<file path="config.mk">
export PLATFORM = sky130hd
export DESIGN_NAME = hart
export DESIGN_NICKNAME = d
export VERILOG_FILES = /design/src/logic/rv_pkg.sv /design/src/logic/hazard_unit.sv /design/src/logic/if_stage.sv /design/src/logic/id_stage.sv /design/src/logic/ex_stage.sv /design/src/logic/mem_stage.sv /design/src/logic/hart.sv
export SDC_FILE = /design/constraint.sdc
export NUM_CORES = 2
export LEC_CHECK = 0
export BUFFER_PORTS_ARGS = -buffer_cell sky130_fd_sc_hd__buf_2
export CAP_MARGIN = 20
export CORE_MARGIN = 2
export CORE_UTILIZATION = 65
export DETAILED_ROUTE_END_ITERATION = 12
export GPL_ROUTABILITY_DRIVEN = 0
export PLACE_DENSITY = 0.84
export SETUP_SLACK_MARGIN = 0.2
export SYNTH_ARGS = -nofsm -noshare
export SYNTH_HDL_FRONTEND = slang
export SYNTH_SLANG_ARGS = --single-unit
</file>
<file path="constraint.sdc">
create_clock -name i_clk -period 14.95 [get_ports i_clk]
set_input_delay 0.7475 -clock i_clk [delete_from_list [all_inputs] [get_ports i_clk]]
set_output_delay 0.7475 -clock i_clk [all_outputs]
set_load 0.01 [all_outputs]
</file>
<file path="src/logic/rv_pkg.sv">
// Shared widths, encodings, pipeline records and forwarding helpers, imported by every hart file
package rv_pkg;

    // ==============================
    // Widths and basic types
    // ==============================
    localparam int XLEN       = 32;
    localparam int REG_ADDR_W = 5;

    typedef logic [XLEN-1:0]       word_t;
    typedef logic [REG_ADDR_W-1:0] reg_addr_t;

    localparam word_t RESET_PC = 32'h0000_0000;  // First fetch after reset

    // ==============================
    // Encodings
    // ==============================
    typedef enum logic [6:0] {
        OPC_LUI    = 7'b0110111,
        OPC_OP_IMM = 7'b0010011,
        OPC_OP     = 7'b0110011,
        OPC_LOAD   = 7'b0000011,
        OPC_STORE  = 7'b0100011,
        OPC_BRANCH = 7'b1100011,
        OPC_JAL    = 7'b1101111,
        OPC_SYSTEM = 7'b1110011
    } opcode_e;

    typedef enum logic [2:0] {
        ALU_ADD, ALU_SUB, ALU_SLT, ALU_XOR, ALU_OR, ALU_AND,
        ALU_PASS_B                                   // LUI immediate straight through
    } alu_op_e;

    // {funct3[2], funct3[0]} of the kept branches
    typedef enum logic [1:0] {BR_EQ, BR_NE, BR_LT, BR_GE} branch_e;

    typedef enum logic [1:0] {FWD_REG, FWD_MEM, FWD_WB} fwd_sel_e;

    // ==============================
    // Pipeline records
    // ==============================
    typedef struct packed {
        alu_op_e alu_op;
        logic    alu_src_imm;  // Operand B is the immediate
        logic    mem_read;
        logic    mem_write;
        logic    reg_write;
        logic    is_link;      // JAL, rd gets pc + 4
        logic    is_halt;      // EBREAK
        logic    valid;
    } ctrl_t;

    typedef struct packed {
        ctrl_t     ctrl;
        word_t     pc;
        word_t     inst;
        reg_addr_t rs1;
        reg_addr_t rs2;
        reg_addr_t rd;
        word_t     rs1_data;
        word_t     rs2_data;
        word_t     imm;
    } id_ex_t;

    typedef struct packed {
        ctrl_t     ctrl;
        word_t     pc;
        word_t     inst;
        reg_addr_t rd;
        word_t     alu_result;  // Also the dmem address
        word_t     store_data;
    } ex_mem_t;

    typedef struct packed {
        ctrl_t     ctrl;
        word_t     pc;
        word_t     inst;
        reg_addr_t rd;
        word_t     result;      // Final rd value
    } mem_wb_t;

    typedef struct packed {
        logic      valid;
        logic      halt;
        word_t     pc;
        word_t     inst;
        reg_addr_t rd;          // Zero when nothing is written
        word_t     rd_wdata;
    } retire_t;

    // ==============================
    // Forwarding helpers
    // ==============================
    function automatic logic writes_reg(ctrl_t c, reg_addr_t rd);
        return c.valid && c.reg_write && (rd != '0);
    endfunction

    // Non-load result of an EX/MEM entry
    function automatic word_t ex_result(ex_mem_t e);
        return e.ctrl.is_link ? e.pc + 32'd4 : e.alu_result;
    endfunction

    // Youngest producer wins
    function automatic fwd_sel_e fwd_sel(reg_addr_t rs, ex_mem_t em, mem_wb_t mw);
        if (writes_reg(em.ctrl, em.rd) && em.rd == rs) return FWD_MEM;
        if (writes_reg(mw.ctrl, mw.rd) && mw.rd == rs) return FWD_WB;
        return FWD_REG;
    endfunction

    function automatic word_t fwd_data(fwd_sel_e sel, word_t rf, ex_mem_t em, mem_wb_t mw);
        case (sel)
            FWD_MEM: return ex_result(em);
            FWD_WB:  return mw.result;
            default: return rf;
        endcase
    endfunction

endpackage

</file>
<file path="src/logic/hazard_unit.sv">
// Hazard unit, stalls IF/ID on load-use and unresolved branch operands
`timescale 1ns/100ps

module hazard_unit
    import rv_pkg::*;
(
    input  reg_addr_t i_rs1,
    input  reg_addr_t i_rs2,
    input  logic      i_uses_rs1,
    input  logic      i_uses_rs2,
    input  logic      i_is_branch,
    input  logic      i_ifid_valid,
    input  id_ex_t    i_id_ex,
    input  ex_mem_t   i_ex_mem,
    output logic      o_stall,
    output logic      o_bubble
);

    logic id_ex_hit;
    logic ex_mem_hit;
    logic load_use;
    logic br_wait_ex;
    logic br_wait_mem;

    // Producer rd against a used, nonzero source of the IF/ID instruction
    function automatic logic src_hit(reg_addr_t rd);
        return (rd != '0) && ((i_uses_rs1 && rd == i_rs1) || (i_uses_rs2 && rd == i_rs2));
    endfunction

    assign id_ex_hit  = src_hit(i_id_ex.rd);
    assign ex_mem_hit = src_hit(i_ex_mem.rd);

    assign load_use    = i_id_ex.ctrl.valid && i_id_ex.ctrl.mem_read && id_ex_hit;
    assign br_wait_ex  = i_is_branch && writes_reg(i_id_ex.ctrl, i_id_ex.rd) && id_ex_hit;
    assign br_wait_mem = i_is_branch && i_ex_mem.ctrl.valid && i_ex_mem.ctrl.mem_read
                         && ex_mem_hit;                  // Load data not ready until WB

    assign o_stall  = load_use || br_wait_ex || br_wait_mem;
    assign o_bubble = o_stall && i_ifid_valid;

endmodule

</file>
<file path="src/logic/if_stage.sv">
// Fetch stage, PC register and IF/ID register with stall hold and redirect flush
`timescale 1ns/100ps

module if_stage
    import rv_pkg::*;
(
    input  logic  i_clk,
    input  logic  i_rst,
    input  logic  i_stall,        // Hazard hold
    input  logic  i_redirect,     // From ID
    input  word_t i_target,
    output word_t o_imem_addr,
    input  word_t i_imem_rdata,
    output word_t o_ifid_inst,
    output word_t o_ifid_pc,
    output logic  o_ifid_valid
);

    word_t r_pc;

    assign o_imem_addr = r_pc;    // Ideal imem, same-cycle data

    // PC: redirect beats stall, stall beats increment
    always_ff @(posedge i_clk) begin
        if (i_rst) begin
            r_pc <= RESET_PC;
        end else if (i_redirect) begin
            r_pc <= i_target;
        end else if (!i_stall) begin
            r_pc <= r_pc + 32'd4;
        end
    end

    // IF/ID register
    always_ff @(posedge i_clk) begin
        if (i_rst || i_redirect) begin
            o_ifid_valid <= 1'b0;  // Squash the wrong-path fetch
        end else if (!i_stall) begin
            o_ifid_valid <= 1'b1;
        end
        if (!i_stall) begin
            o_ifid_inst <= i_imem_rdata;
            o_ifid_pc   <= r_pc;
        end
    end

endmodule

</file>
<file path="src/logic/id_stage.sv">
// Decode stage, register file, branch and JAL resolution, feeds the ID/EX register
`timescale 1ns/100ps

module id_stage
    import rv_pkg::*;
(
    input  logic      i_clk,
    input  logic      i_rst,
    input  word_t     i_ifid_inst,
    input  word_t     i_ifid_pc,
    input  logic      i_ifid_valid,
    input  logic      i_bubble,
    input  ex_mem_t   i_ex_mem,
    input  mem_wb_t   i_mem_wb,
    output reg_addr_t o_rs1,
    output reg_addr_t o_rs2,
    output logic      o_uses_rs1,
    output logic      o_uses_rs2,
    output logic      o_is_branch,
    output logic      o_redirect,
    output word_t     o_target,
    output id_ex_t    o_id_ex
);

    word_t      ir;
    opcode_e    opc;
    logic [2:0] funct3;
    ctrl_t      ctrl;
    word_t      imm;
    word_t      imm_i;
    word_t      imm_s;
    word_t      imm_b;
    word_t      imm_j;
    word_t      regs [1:31];  // x0 not stored
    word_t      rf_rs1;
    word_t      rf_rs2;
    word_t      br_a;
    word_t      br_b;
    branch_e    br;
    logic       taken;

    assign ir     = i_ifid_inst;
    assign opc    = opcode_e'(ir[6:0]);
    assign funct3 = ir[14:12];
    assign o_rs1  = ir[19:15];
    assign o_rs2  = ir[24:20];

    assign imm_i = {{20{ir[31]}}, ir[31:20]};
    assign imm_s = {{20{ir[31]}}, ir[31:25], ir[11:7]};
    assign imm_b = {{20{ir[31]}}, ir[7], ir[30:25], ir[11:8], 1'b0};
    assign imm_j = {{12{ir[31]}}, ir[19:12], ir[20], ir[30:21], 1'b0};

    // ==============================
    // Decoder
    // ==============================
    always_comb begin
        ctrl        = '0;
        imm         = imm_i;
        o_uses_rs1  = 1'b0;
        o_uses_rs2  = 1'b0;
        o_is_branch = 1'b0;
        case (opc)
            OPC_LUI: begin
                ctrl.alu_op      = ALU_PASS_B;
                ctrl.alu_src_imm = 1'b1;
                ctrl.reg_write   = 1'b1;
                imm              = {ir[31:12], 12'h000};
            end
            OPC_OP_IMM, OPC_OP: begin
                ctrl.alu_src_imm = (opc == OPC_OP_IMM);
                ctrl.reg_write   = 1'b1;
                o_uses_rs1       = 1'b1;
                o_uses_rs2       = (opc == OPC_OP);
                case (funct3)
                    3'b000:  ctrl.alu_op = (opc == OPC_OP && ir[30]) ? ALU_SUB : ALU_ADD;
                    3'b010:  ctrl.alu_op = ALU_SLT;
                    3'b100:  ctrl.alu_op = ALU_XOR;
                    3'b110:  ctrl.alu_op = ALU_OR;
                    3'b111:  ctrl.alu_op = ALU_AND;
                    default: ctrl.reg_write = 1'b0;   // Shifts, SLTU
                endcase
            end
            OPC_LOAD: begin                           // LW only
                ctrl.alu_src_imm = 1'b1;
                ctrl.mem_read    = (funct3 == 3'b010);
                ctrl.reg_write   = (funct3 == 3'b010);
                o_uses_rs1       = 1'b1;
            end
            OPC_STORE: begin                          // SW only
                ctrl.alu_src_imm = 1'b1;
                ctrl.mem_write   = (funct3 == 3'b010);
                imm              = imm_s;
                o_uses_rs1       = 1'b1;
                o_uses_rs2       = 1'b1;
            end
            OPC_BRANCH: begin
                imm         = imm_b;
                o_uses_rs1  = 1'b1;
                o_uses_rs2  = 1'b1;
                o_is_branch = 1'b1;
            end
            OPC_JAL: begin
                ctrl.is_link   = 1'b1;
                ctrl.reg_write = 1'b1;
                imm            = imm_j;
            end
            OPC_SYSTEM: ctrl.is_halt = (ir == 32'h0010_0073);  // EBREAK
            default: ;                                // Retires as a no-op
        endcase
        if (!i_ifid_valid) begin
            ctrl        = '0;
            o_uses_rs1  = 1'b0;
            o_uses_rs2  = 1'b0;
            o_is_branch = 1'b0;
        end
        ctrl.valid = i_ifid_valid;
    end

    // ==============================
    // Register file, WB write bypassed to reads
    // ==============================
    always_ff @(posedge i_clk) begin
        if (writes_reg(i_mem_wb.ctrl, i_mem_wb.rd)) begin
            regs[i_mem_wb.rd] <= i_mem_wb.result;
        end
    end

    assign rf_rs1 = (o_rs1 == '0) ? '0 : fwd_data(fwd_sel(o_rs1, '0, i_mem_wb), regs[o_rs1], '0,
                                                  i_mem_wb);
    assign rf_rs2 = (o_rs2 == '0) ? '0 : fwd_data(fwd_sel(o_rs2, '0, i_mem_wb), regs[o_rs2], '0,
                                                  i_mem_wb);

    // Branch operands, EX/MEM loads never get here thanks to the stall
    assign br_a = fwd_data(fwd_sel(o_rs1, i_ex_mem, i_mem_wb), rf_rs1, i_ex_mem, i_mem_wb);
    assign br_b = fwd_data(fwd_sel(o_rs2, i_ex_mem, i_mem_wb), rf_rs2, i_ex_mem, i_mem_wb);
    assign br   = branch_e'({funct3[2], funct3[0]});

    always_comb begin
        case (br)
            BR_EQ:   taken = (br_a == br_b);
            BR_NE:   taken = (br_a != br_b);
            BR_LT:   taken = ($signed(br_a) < $signed(br_b));
            default: taken = ($signed(br_a) >= $signed(br_b));
        endcase
    end

    // No redirect while waiting on operands; funct3[1] set means unsigned, not kept
    assign o_redirect = !i_bubble && (ctrl.is_link || (o_is_branch && !funct3[1] && taken));
    assign o_target   = i_ifid_pc + imm;

    // ID/EX register, bubble clears control only
    always_ff @(posedge i_clk) begin
        if (i_rst || i_bubble) begin
            o_id_ex.ctrl <= '0;
        end else begin
            o_id_ex.ctrl <= ctrl;
        end
        o_id_ex.pc       <= i_ifid_pc;
        o_id_ex.inst     <= ir;
        o_id_ex.rs1      <= o_rs1;
        o_id_ex.rs2      <= o_rs2;
        o_id_ex.rd       <= ir[11:7];
        o_id_ex.rs1_data <= rf_rs1;
        o_id_ex.rs2_data <= rf_rs2;
        o_id_ex.imm      <= imm;
    end

endmodule

</file>
<file path="src/logic/ex_stage.sv">
// Execute stage, operand forwarding, ALU and the EX/MEM register
`timescale 1ns/100ps

module ex_stage
    import rv_pkg::*;
(
    input  logic    i_clk,
    input  logic    i_rst,
    input  id_ex_t  i_id_ex,
    input  mem_wb_t i_mem_wb,
    output ex_mem_t o_ex_mem
);

    fwd_sel_e sel_a;
    fwd_sel_e sel_b;
    word_t    op_a;
    word_t    rs2_val;   // Forwarded rs2, also the store data
    word_t    op_b;
    word_t    alu_out;
    logic     lt;

    // ==============================
    // Forwarding
    // ==============================
    // Own EX/MEM entry is the older neighbour, MEM/WB the one behind it
    assign sel_a   = fwd_sel(i_id_ex.rs1, o_ex_mem, i_mem_wb);
    assign sel_b   = fwd_sel(i_id_ex.rs2, o_ex_mem, i_mem_wb);
    assign op_a    = fwd_data(sel_a, i_id_ex.rs1_data, o_ex_mem, i_mem_wb);
    assign rs2_val = fwd_data(sel_b, i_id_ex.rs2_data, o_ex_mem, i_mem_wb);
    assign op_b    = i_id_ex.ctrl.alu_src_imm ? i_id_ex.imm : rs2_val;

    // ==============================
    // ALU
    // ==============================
    assign lt = ($signed(op_a) < $signed(op_b));

    always_comb begin
        case (i_id_ex.ctrl.alu_op)
            ALU_ADD: alu_out = op_a + op_b;    // Also load/store address
            ALU_SUB: alu_out = op_a - op_b;
            ALU_SLT: alu_out = {{(XLEN-1){1'b0}}, lt};
            ALU_XOR: alu_out = op_a ^ op_b;
            ALU_OR:  alu_out = op_a | op_b;
            ALU_AND: alu_out = op_a & op_b;
            default: alu_out = op_b;           // PASS_B for LUI
        endcase
    end

    // EX/MEM register
    always_ff @(posedge i_clk) begin
        if (i_rst) begin
            o_ex_mem.ctrl <= '0;
        end else begin
            o_ex_mem.ctrl <= i_id_ex.ctrl;
        end
        o_ex_mem.pc         <= i_id_ex.pc;
        o_ex_mem.inst       <= i_id_ex.inst;
        o_ex_mem.rd         <= i_id_ex.inst[11:7];
        o_ex_mem.alu_result <= alu_out;
        o_ex_mem.store_data <= rs2_val;
    end

endmodule

</file>
<file path="src/logic/mem_stage.sv">
// Memory stage, dmem drive, result select, MEM/WB register and the retire record
`timescale 1ns/100ps

module mem_stage
    import rv_pkg::*;
(
    input  logic    i_clk,
    input  logic    i_rst,
    input  ex_mem_t i_ex_mem,
    output word_t   o_dmem_addr,
    output logic    o_dmem_ren,
    output logic    o_dmem_wen,
    output word_t   o_dmem_wdata,
    input  word_t   i_dmem_rdata,
    output mem_wb_t o_mem_wb,
    output retire_t o_retire
);

    word_t result;
    logic  wb_write;

    // Strobes only for a live entry
    assign o_dmem_addr  = i_ex_mem.alu_result;
    assign o_dmem_wdata = i_ex_mem.store_data;
    assign o_dmem_ren   = i_ex_mem.ctrl.valid && i_ex_mem.ctrl.mem_read;
    assign o_dmem_wen   = i_ex_mem.ctrl.valid && i_ex_mem.ctrl.mem_write;

    // Load data, link address or ALU value
    assign result = i_ex_mem.ctrl.mem_read ? i_dmem_rdata : ex_result(i_ex_mem);

    always_ff @(posedge i_clk) begin
        if (i_rst) begin
            o_mem_wb.ctrl <= '0;
        end else begin
            o_mem_wb.ctrl <= i_ex_mem.ctrl;
        end
        o_mem_wb.pc     <= i_ex_mem.pc;
        o_mem_wb.inst   <= i_ex_mem.inst;
        o_mem_wb.rd     <= i_ex_mem.rd;
        o_mem_wb.result <= result;
    end

    // ==============================
    // Retire, same cycle as the register write
    // ==============================
    assign wb_write = writes_reg(o_mem_wb.ctrl, o_mem_wb.rd);

    always_comb begin
        o_retire.valid    = o_mem_wb.ctrl.valid;
        o_retire.halt     = o_mem_wb.ctrl.is_halt;
        o_retire.pc       = o_mem_wb.pc;
        o_retire.inst     = o_mem_wb.inst;
        o_retire.rd       = wb_write ? o_mem_wb.rd : '0;      // x0 and no-write report zero
        o_retire.rd_wdata = wb_write ? o_mem_wb.result : '0;
    end

endmodule

</file>
<file path="src/logic/hart.sv">
// Top of the 5-stage RV32I hart, wires the stages and hazard unit to the imem and dmem ports
`timescale 1ns/100ps

module hart
    import rv_pkg::*;
(
    input  logic    i_clk,
    input  logic    i_rst,         // Sync, active high
    // Instruction memory, combinational read
    output word_t   o_imem_addr,
    input  word_t   i_imem_rdata,
    // Data memory, word access only
    output word_t   o_dmem_addr,
    output word_t   o_dmem_wdata,
    output logic    o_dmem_ren,
    output logic    o_dmem_wen,
    input  word_t   i_dmem_rdata,
    // Observation
    output retire_t o_retire
);

    // ==============================
    // Inter-stage traffic
    // ==============================
    word_t     ifid_inst;
    word_t     ifid_pc;
    logic      ifid_valid;
    id_ex_t    id_ex;
    ex_mem_t   ex_mem;
    mem_wb_t   mem_wb;

    logic      redirect;           // Taken branch or JAL in ID
    word_t     target;
    reg_addr_t rs1;
    reg_addr_t rs2;
    logic      uses_rs1;
    logic      uses_rs2;
    logic      is_branch;
    logic      stall;              // Hold PC and IF/ID
    logic      bubble;             // Kill ID/EX entry

    if_stage u_if_stage (
        .i_clk        (i_clk),
        .i_rst        (i_rst),
        .i_stall      (stall),
        .i_redirect   (redirect),
        .i_target     (target),
        .o_imem_addr  (o_imem_addr),
        .i_imem_rdata (i_imem_rdata),
        .o_ifid_inst  (ifid_inst),
        .o_ifid_pc    (ifid_pc),
        .o_ifid_valid (ifid_valid)
    );

    id_stage u_id_stage (
        .i_clk        (i_clk),
        .i_rst        (i_rst),
        .i_ifid_inst  (ifid_inst),
        .i_ifid_pc    (ifid_pc),
        .i_ifid_valid (ifid_valid),
        .i_bubble     (bubble),
        .i_ex_mem     (ex_mem),    // Branch operand forwarding
        .i_mem_wb     (mem_wb),    // Register file write
        .o_rs1        (rs1),
        .o_rs2        (rs2),
        .o_uses_rs1   (uses_rs1),
        .o_uses_rs2   (uses_rs2),
        .o_is_branch  (is_branch),
        .o_redirect   (redirect),
        .o_target     (target),
        .o_id_ex      (id_ex)
    );

    ex_stage u_ex_stage (
        .i_clk    (i_clk),
        .i_rst    (i_rst),
        .i_id_ex  (id_ex),
        .i_mem_wb (mem_wb),
        .o_ex_mem (ex_mem)
    );

    mem_stage u_mem_stage (
        .i_clk        (i_clk),
        .i_rst        (i_rst),
        .i_ex_mem     (ex_mem),
        .o_dmem_addr  (o_dmem_addr),
        .o_dmem_ren   (o_dmem_ren),
        .o_dmem_wen   (o_dmem_wen),
        .o_dmem_wdata (o_dmem_wdata),
        .i_dmem_rdata (i_dmem_rdata),
        .o_mem_wb     (mem_wb),
        .o_retire     (o_retire)
    );

    hazard_unit u_hazard_unit (
        .i_rs1        (rs1),
        .i_rs2        (rs2),
        .i_uses_rs1   (uses_rs1),
        .i_uses_rs2   (uses_rs2),
        .i_is_branch  (is_branch),
        .i_ifid_valid (ifid_valid),
        .i_id_ex      (id_ex),
        .i_ex_mem     (ex_mem),
        .o_stall      (stall),
        .o_bubble     (bubble)
    );

endmodule

</file>
==> impl_metrics.csv <==
group,metric,value,unit
status,status,"completed",
logic_synthesis,syn-instance-count,5048,
global_route,antenna_found_initial,10,
logic_synthesis,ys_ff_latch,1501,
pwr,vdd_drop_max,0.1059,mV
logic_synthesis,yosysUniqueCellTypes,93,
pwr,power.density,138.5,nW/um^2
floorplan,die_area,113700,sq um
layout,layout_common_cells,"edfxtp_1, mux4_2, dfxtp_1, nor2_1, a21oi_1",
worst_setup_path,arrival,8.77,ns
layout,final_common_cell,"edfxtp_1",
logic_synthesis,yosys_warnings,0,
logic_synthesis,avgSynthCellArea,14.30,sq um
timing,worst_pin_slew,1.293,ns
cts,clkSlewWorstSetupHoldPaths,0.06,ns
drt,drt-initial-drc-count,9971,
worst_setup_path,rr_worst_depth,18,
cts,tritoncts,"done",
layout,area_growth,10.30,%
floorplan,die_x,337.3,um
logic_synthesis,ys.flop_type,"edfxtp_1",
cts,htreeDepth,4,
cts,cts_resized,0,
layout,drive_above_1_share,25.58,%
timing,tns,0,ns
drt,viasPerCell,7.463,
hold_path,whs_path_depth,1,
timing,whs,0.1193,ns
drt,vias,50300,
layout,nNetsFinal,5351,
cts,cts_setup_buffers,0,
timing,setup_viol,0,
cts,insertion_delay,0.80,ns
drt,route.final.wire_length,233500,um
worst_setup_path,required,15.68,ns
worst_setup_path,startpoint_type,"flop",
drt,drt-pass1-iter-count,10,
floorplan,io_pins,267,
cts,cts_sinks,1501,
pwr,p_leak,0.02885,uW
timing,clock_skew,0.03821,ns
logic_synthesis,seq_area_frac_synth,56.27,%
timing,finalHoldViolCount,0,
logic_synthesis,syn_nets,5278,
logic_synthesis,synth_edf_count,1056,
drt,routedWlPerCell,34.65,um
global_route,grt_pass1_vias,49060,
cts,ctsLongestPathBuffers,3,
global_route,grt_start_max_net_pins,141,
placed_design,hpwl,136900,um
timing,post-route-period-util,53.77,%
placed_design,port_buffers,266,
floorplan,start_util,65.41,%
floorplan,std_cell_rows,122,
global_route,grt_overflow,0,
logic_synthesis,netlist_area,72190,sq um
floorplan,die_y,337.3,um
timing,slew_viol_final,0,
hold_path,min_path_type,"primary input to flop",
cts,cts_hold_buf,0,
drt,ant_nets,0,
worst_setup_path,crit_type,"flop to flop",
global_route,globalRouteTotalUtil,40.83,%
worst_setup_path,endpoint_kind,"flop",
worst_setup_path,crit_fanout,87,
layout,num-fill-cells,6423,
timing,rsz0062_at_grt,"false",
logic_synthesis,ys_async_sr_fraction,0,%
timing,relSlewSlack,12.92,%
job,maxCapViolations,0,
global_route,grt_pass1_wl,332000,um
cts,cts-root-buf,"clkbuf_16",
cts,cts_buffers,151,
timing,max_freq,0.1244,GHz
drt,drc,0,
floorplan,core_area,110400,sq um
timing,period_minus_slack,8.038,ns
==> report_power, final <==
| part | internal [uW] | switching, uW | total, uW |
|---|---|---|---|
| registers | 4980 | 162 | 5140 |
| logic | 664 | 1320 | 1980 |
| clock network | 2200 | 1710 | 3910 |
==> metrics by stage <==
step / util, % / cells / setup slack, ns / area [sq um] / power, uW
after floorplan: - / 5048 / 9.671 / 72190 / 6317
after global placement: 67.29 / 6444 / 7.377 / 74260 / 6927
after detailed placement: 67.39 / 6449 / 7.175 / 74380 / 7024
after CTS: 71.97 / 6720 / 7.137 / 79420 / 10870
after global routing: 72.12 / 6729 / 6.511 / 79600 / 11260
final: 72.15 / 6740 / 6.912 / 79620 / 11030
==> routing by layer <==
layer | GRT usage, % | routed length, um
met5 | 0 | 47
met3 | 13.73 | 36790
met4 | 27.55 | 18380
met2 | 61.36 | 105000
met1 | 50.56 | 73360
==> worst paths after layout <==
kind | from | end | slack [ns]
worst max-delay path | flop | u_if_stage.o_imem_addr[1]$_SDFFE_PP0P_ | 6.91
worst min register to register | u_id_stage.o_id_ex[160]$_DFF_P_ | u_ex_stage.o_ex_mem[118]$_DFF_P_ | 0.31
worst min-delay path | i_imem_rdata[31] | u_if_stage.o_ifid_inst[31]$_DFFE_PN_ | 0.12
worst max register to register | flop | u_if_stage.o_imem_addr[1]$_SDFFE_PP0P_ | 6.91
==> cell type report <==
class,instances,area (sq um),area share (%)
sequential,1501,40660,51.06
multi-input combinational,2952,29040,36.47
clock buffer,187,4009,5.035
timing repair buffer,388,2502,3.143
tap,1488,1862,2.338
clock inverter,84,1040,1.306
inverter,127,476.7,0.5987
antenna,13,32.53,0.04086
==> cells by family after synthesis <==
| logic type | Yosys count | synth area share, % |
|---|---|---|
| DFF | 1501 | 56.27 |
| and+or+nand+nor | 954 | 6.162 |
| muxes | 862 | 22.05 |
| AOI/OAI and AO/OA | 852 | 7.323 |
| buffers and inverters | 595 | 3.867 |
| adders and majority gates | 164 | 2.874 |
| xor gates and xnor gates | 120 | 1.456 |
==> cell usage after synthesis, types with 66 or more instances <==
cell type  count  share of area [%]
edfxtp_1    1056                 44
mux4_2       577                 18
dfxtp_1      445                 12
nor2_1       372                1.9
a21oi_1      305                2.1
nand2_1      240                1.2
mux2i_1      228                3.2
clkbuf_1     215                1.1
o21ai_0      188                1.3
ha_1         161                2.8
buf_4        134                1.4
inv_1        123               0.64
a211oi_1      96                1.0
buf_1         85               0.44
xnor2_1       66               0.80
==> sequential cells by signal (all words and copies together), names as in the netlist, named ones only <==
register and count:
u_if_stage.o_ifid_pc 32, u_id_stage.o_id_ex 169, u_if_stage.o_imem_addr 32, u_id_stage.regs 992
u_if_stage.o_ifid_valid 1, u_mem_stage.o_mem_wb 99, u_ex_stage.o_ex_mem 134, u_if_stage.o_ifid_inst 32
==> worst max-delay path, cell delays in order, from the launching register on <==
cell,delay (ns)
dfxtp_4,0.72
buf_12,0.59
buf_4,0.75
mux4_2,0.59
mux4_2,0.49
mux2i_1,0.45
a211oi_1,0.19
mux2_2,0.32
ha_1,0.30
nand4_1,0.39
nor4_2,0.38
nand3_1,0.25
nor4b_1,0.21
or4_1,0.59
nor3_4,0.14
buf_4,0.63
nand2_1,0.29
or2_2,0.34
a21oi_1,0.13
Power figures use the tool's default switching activity.
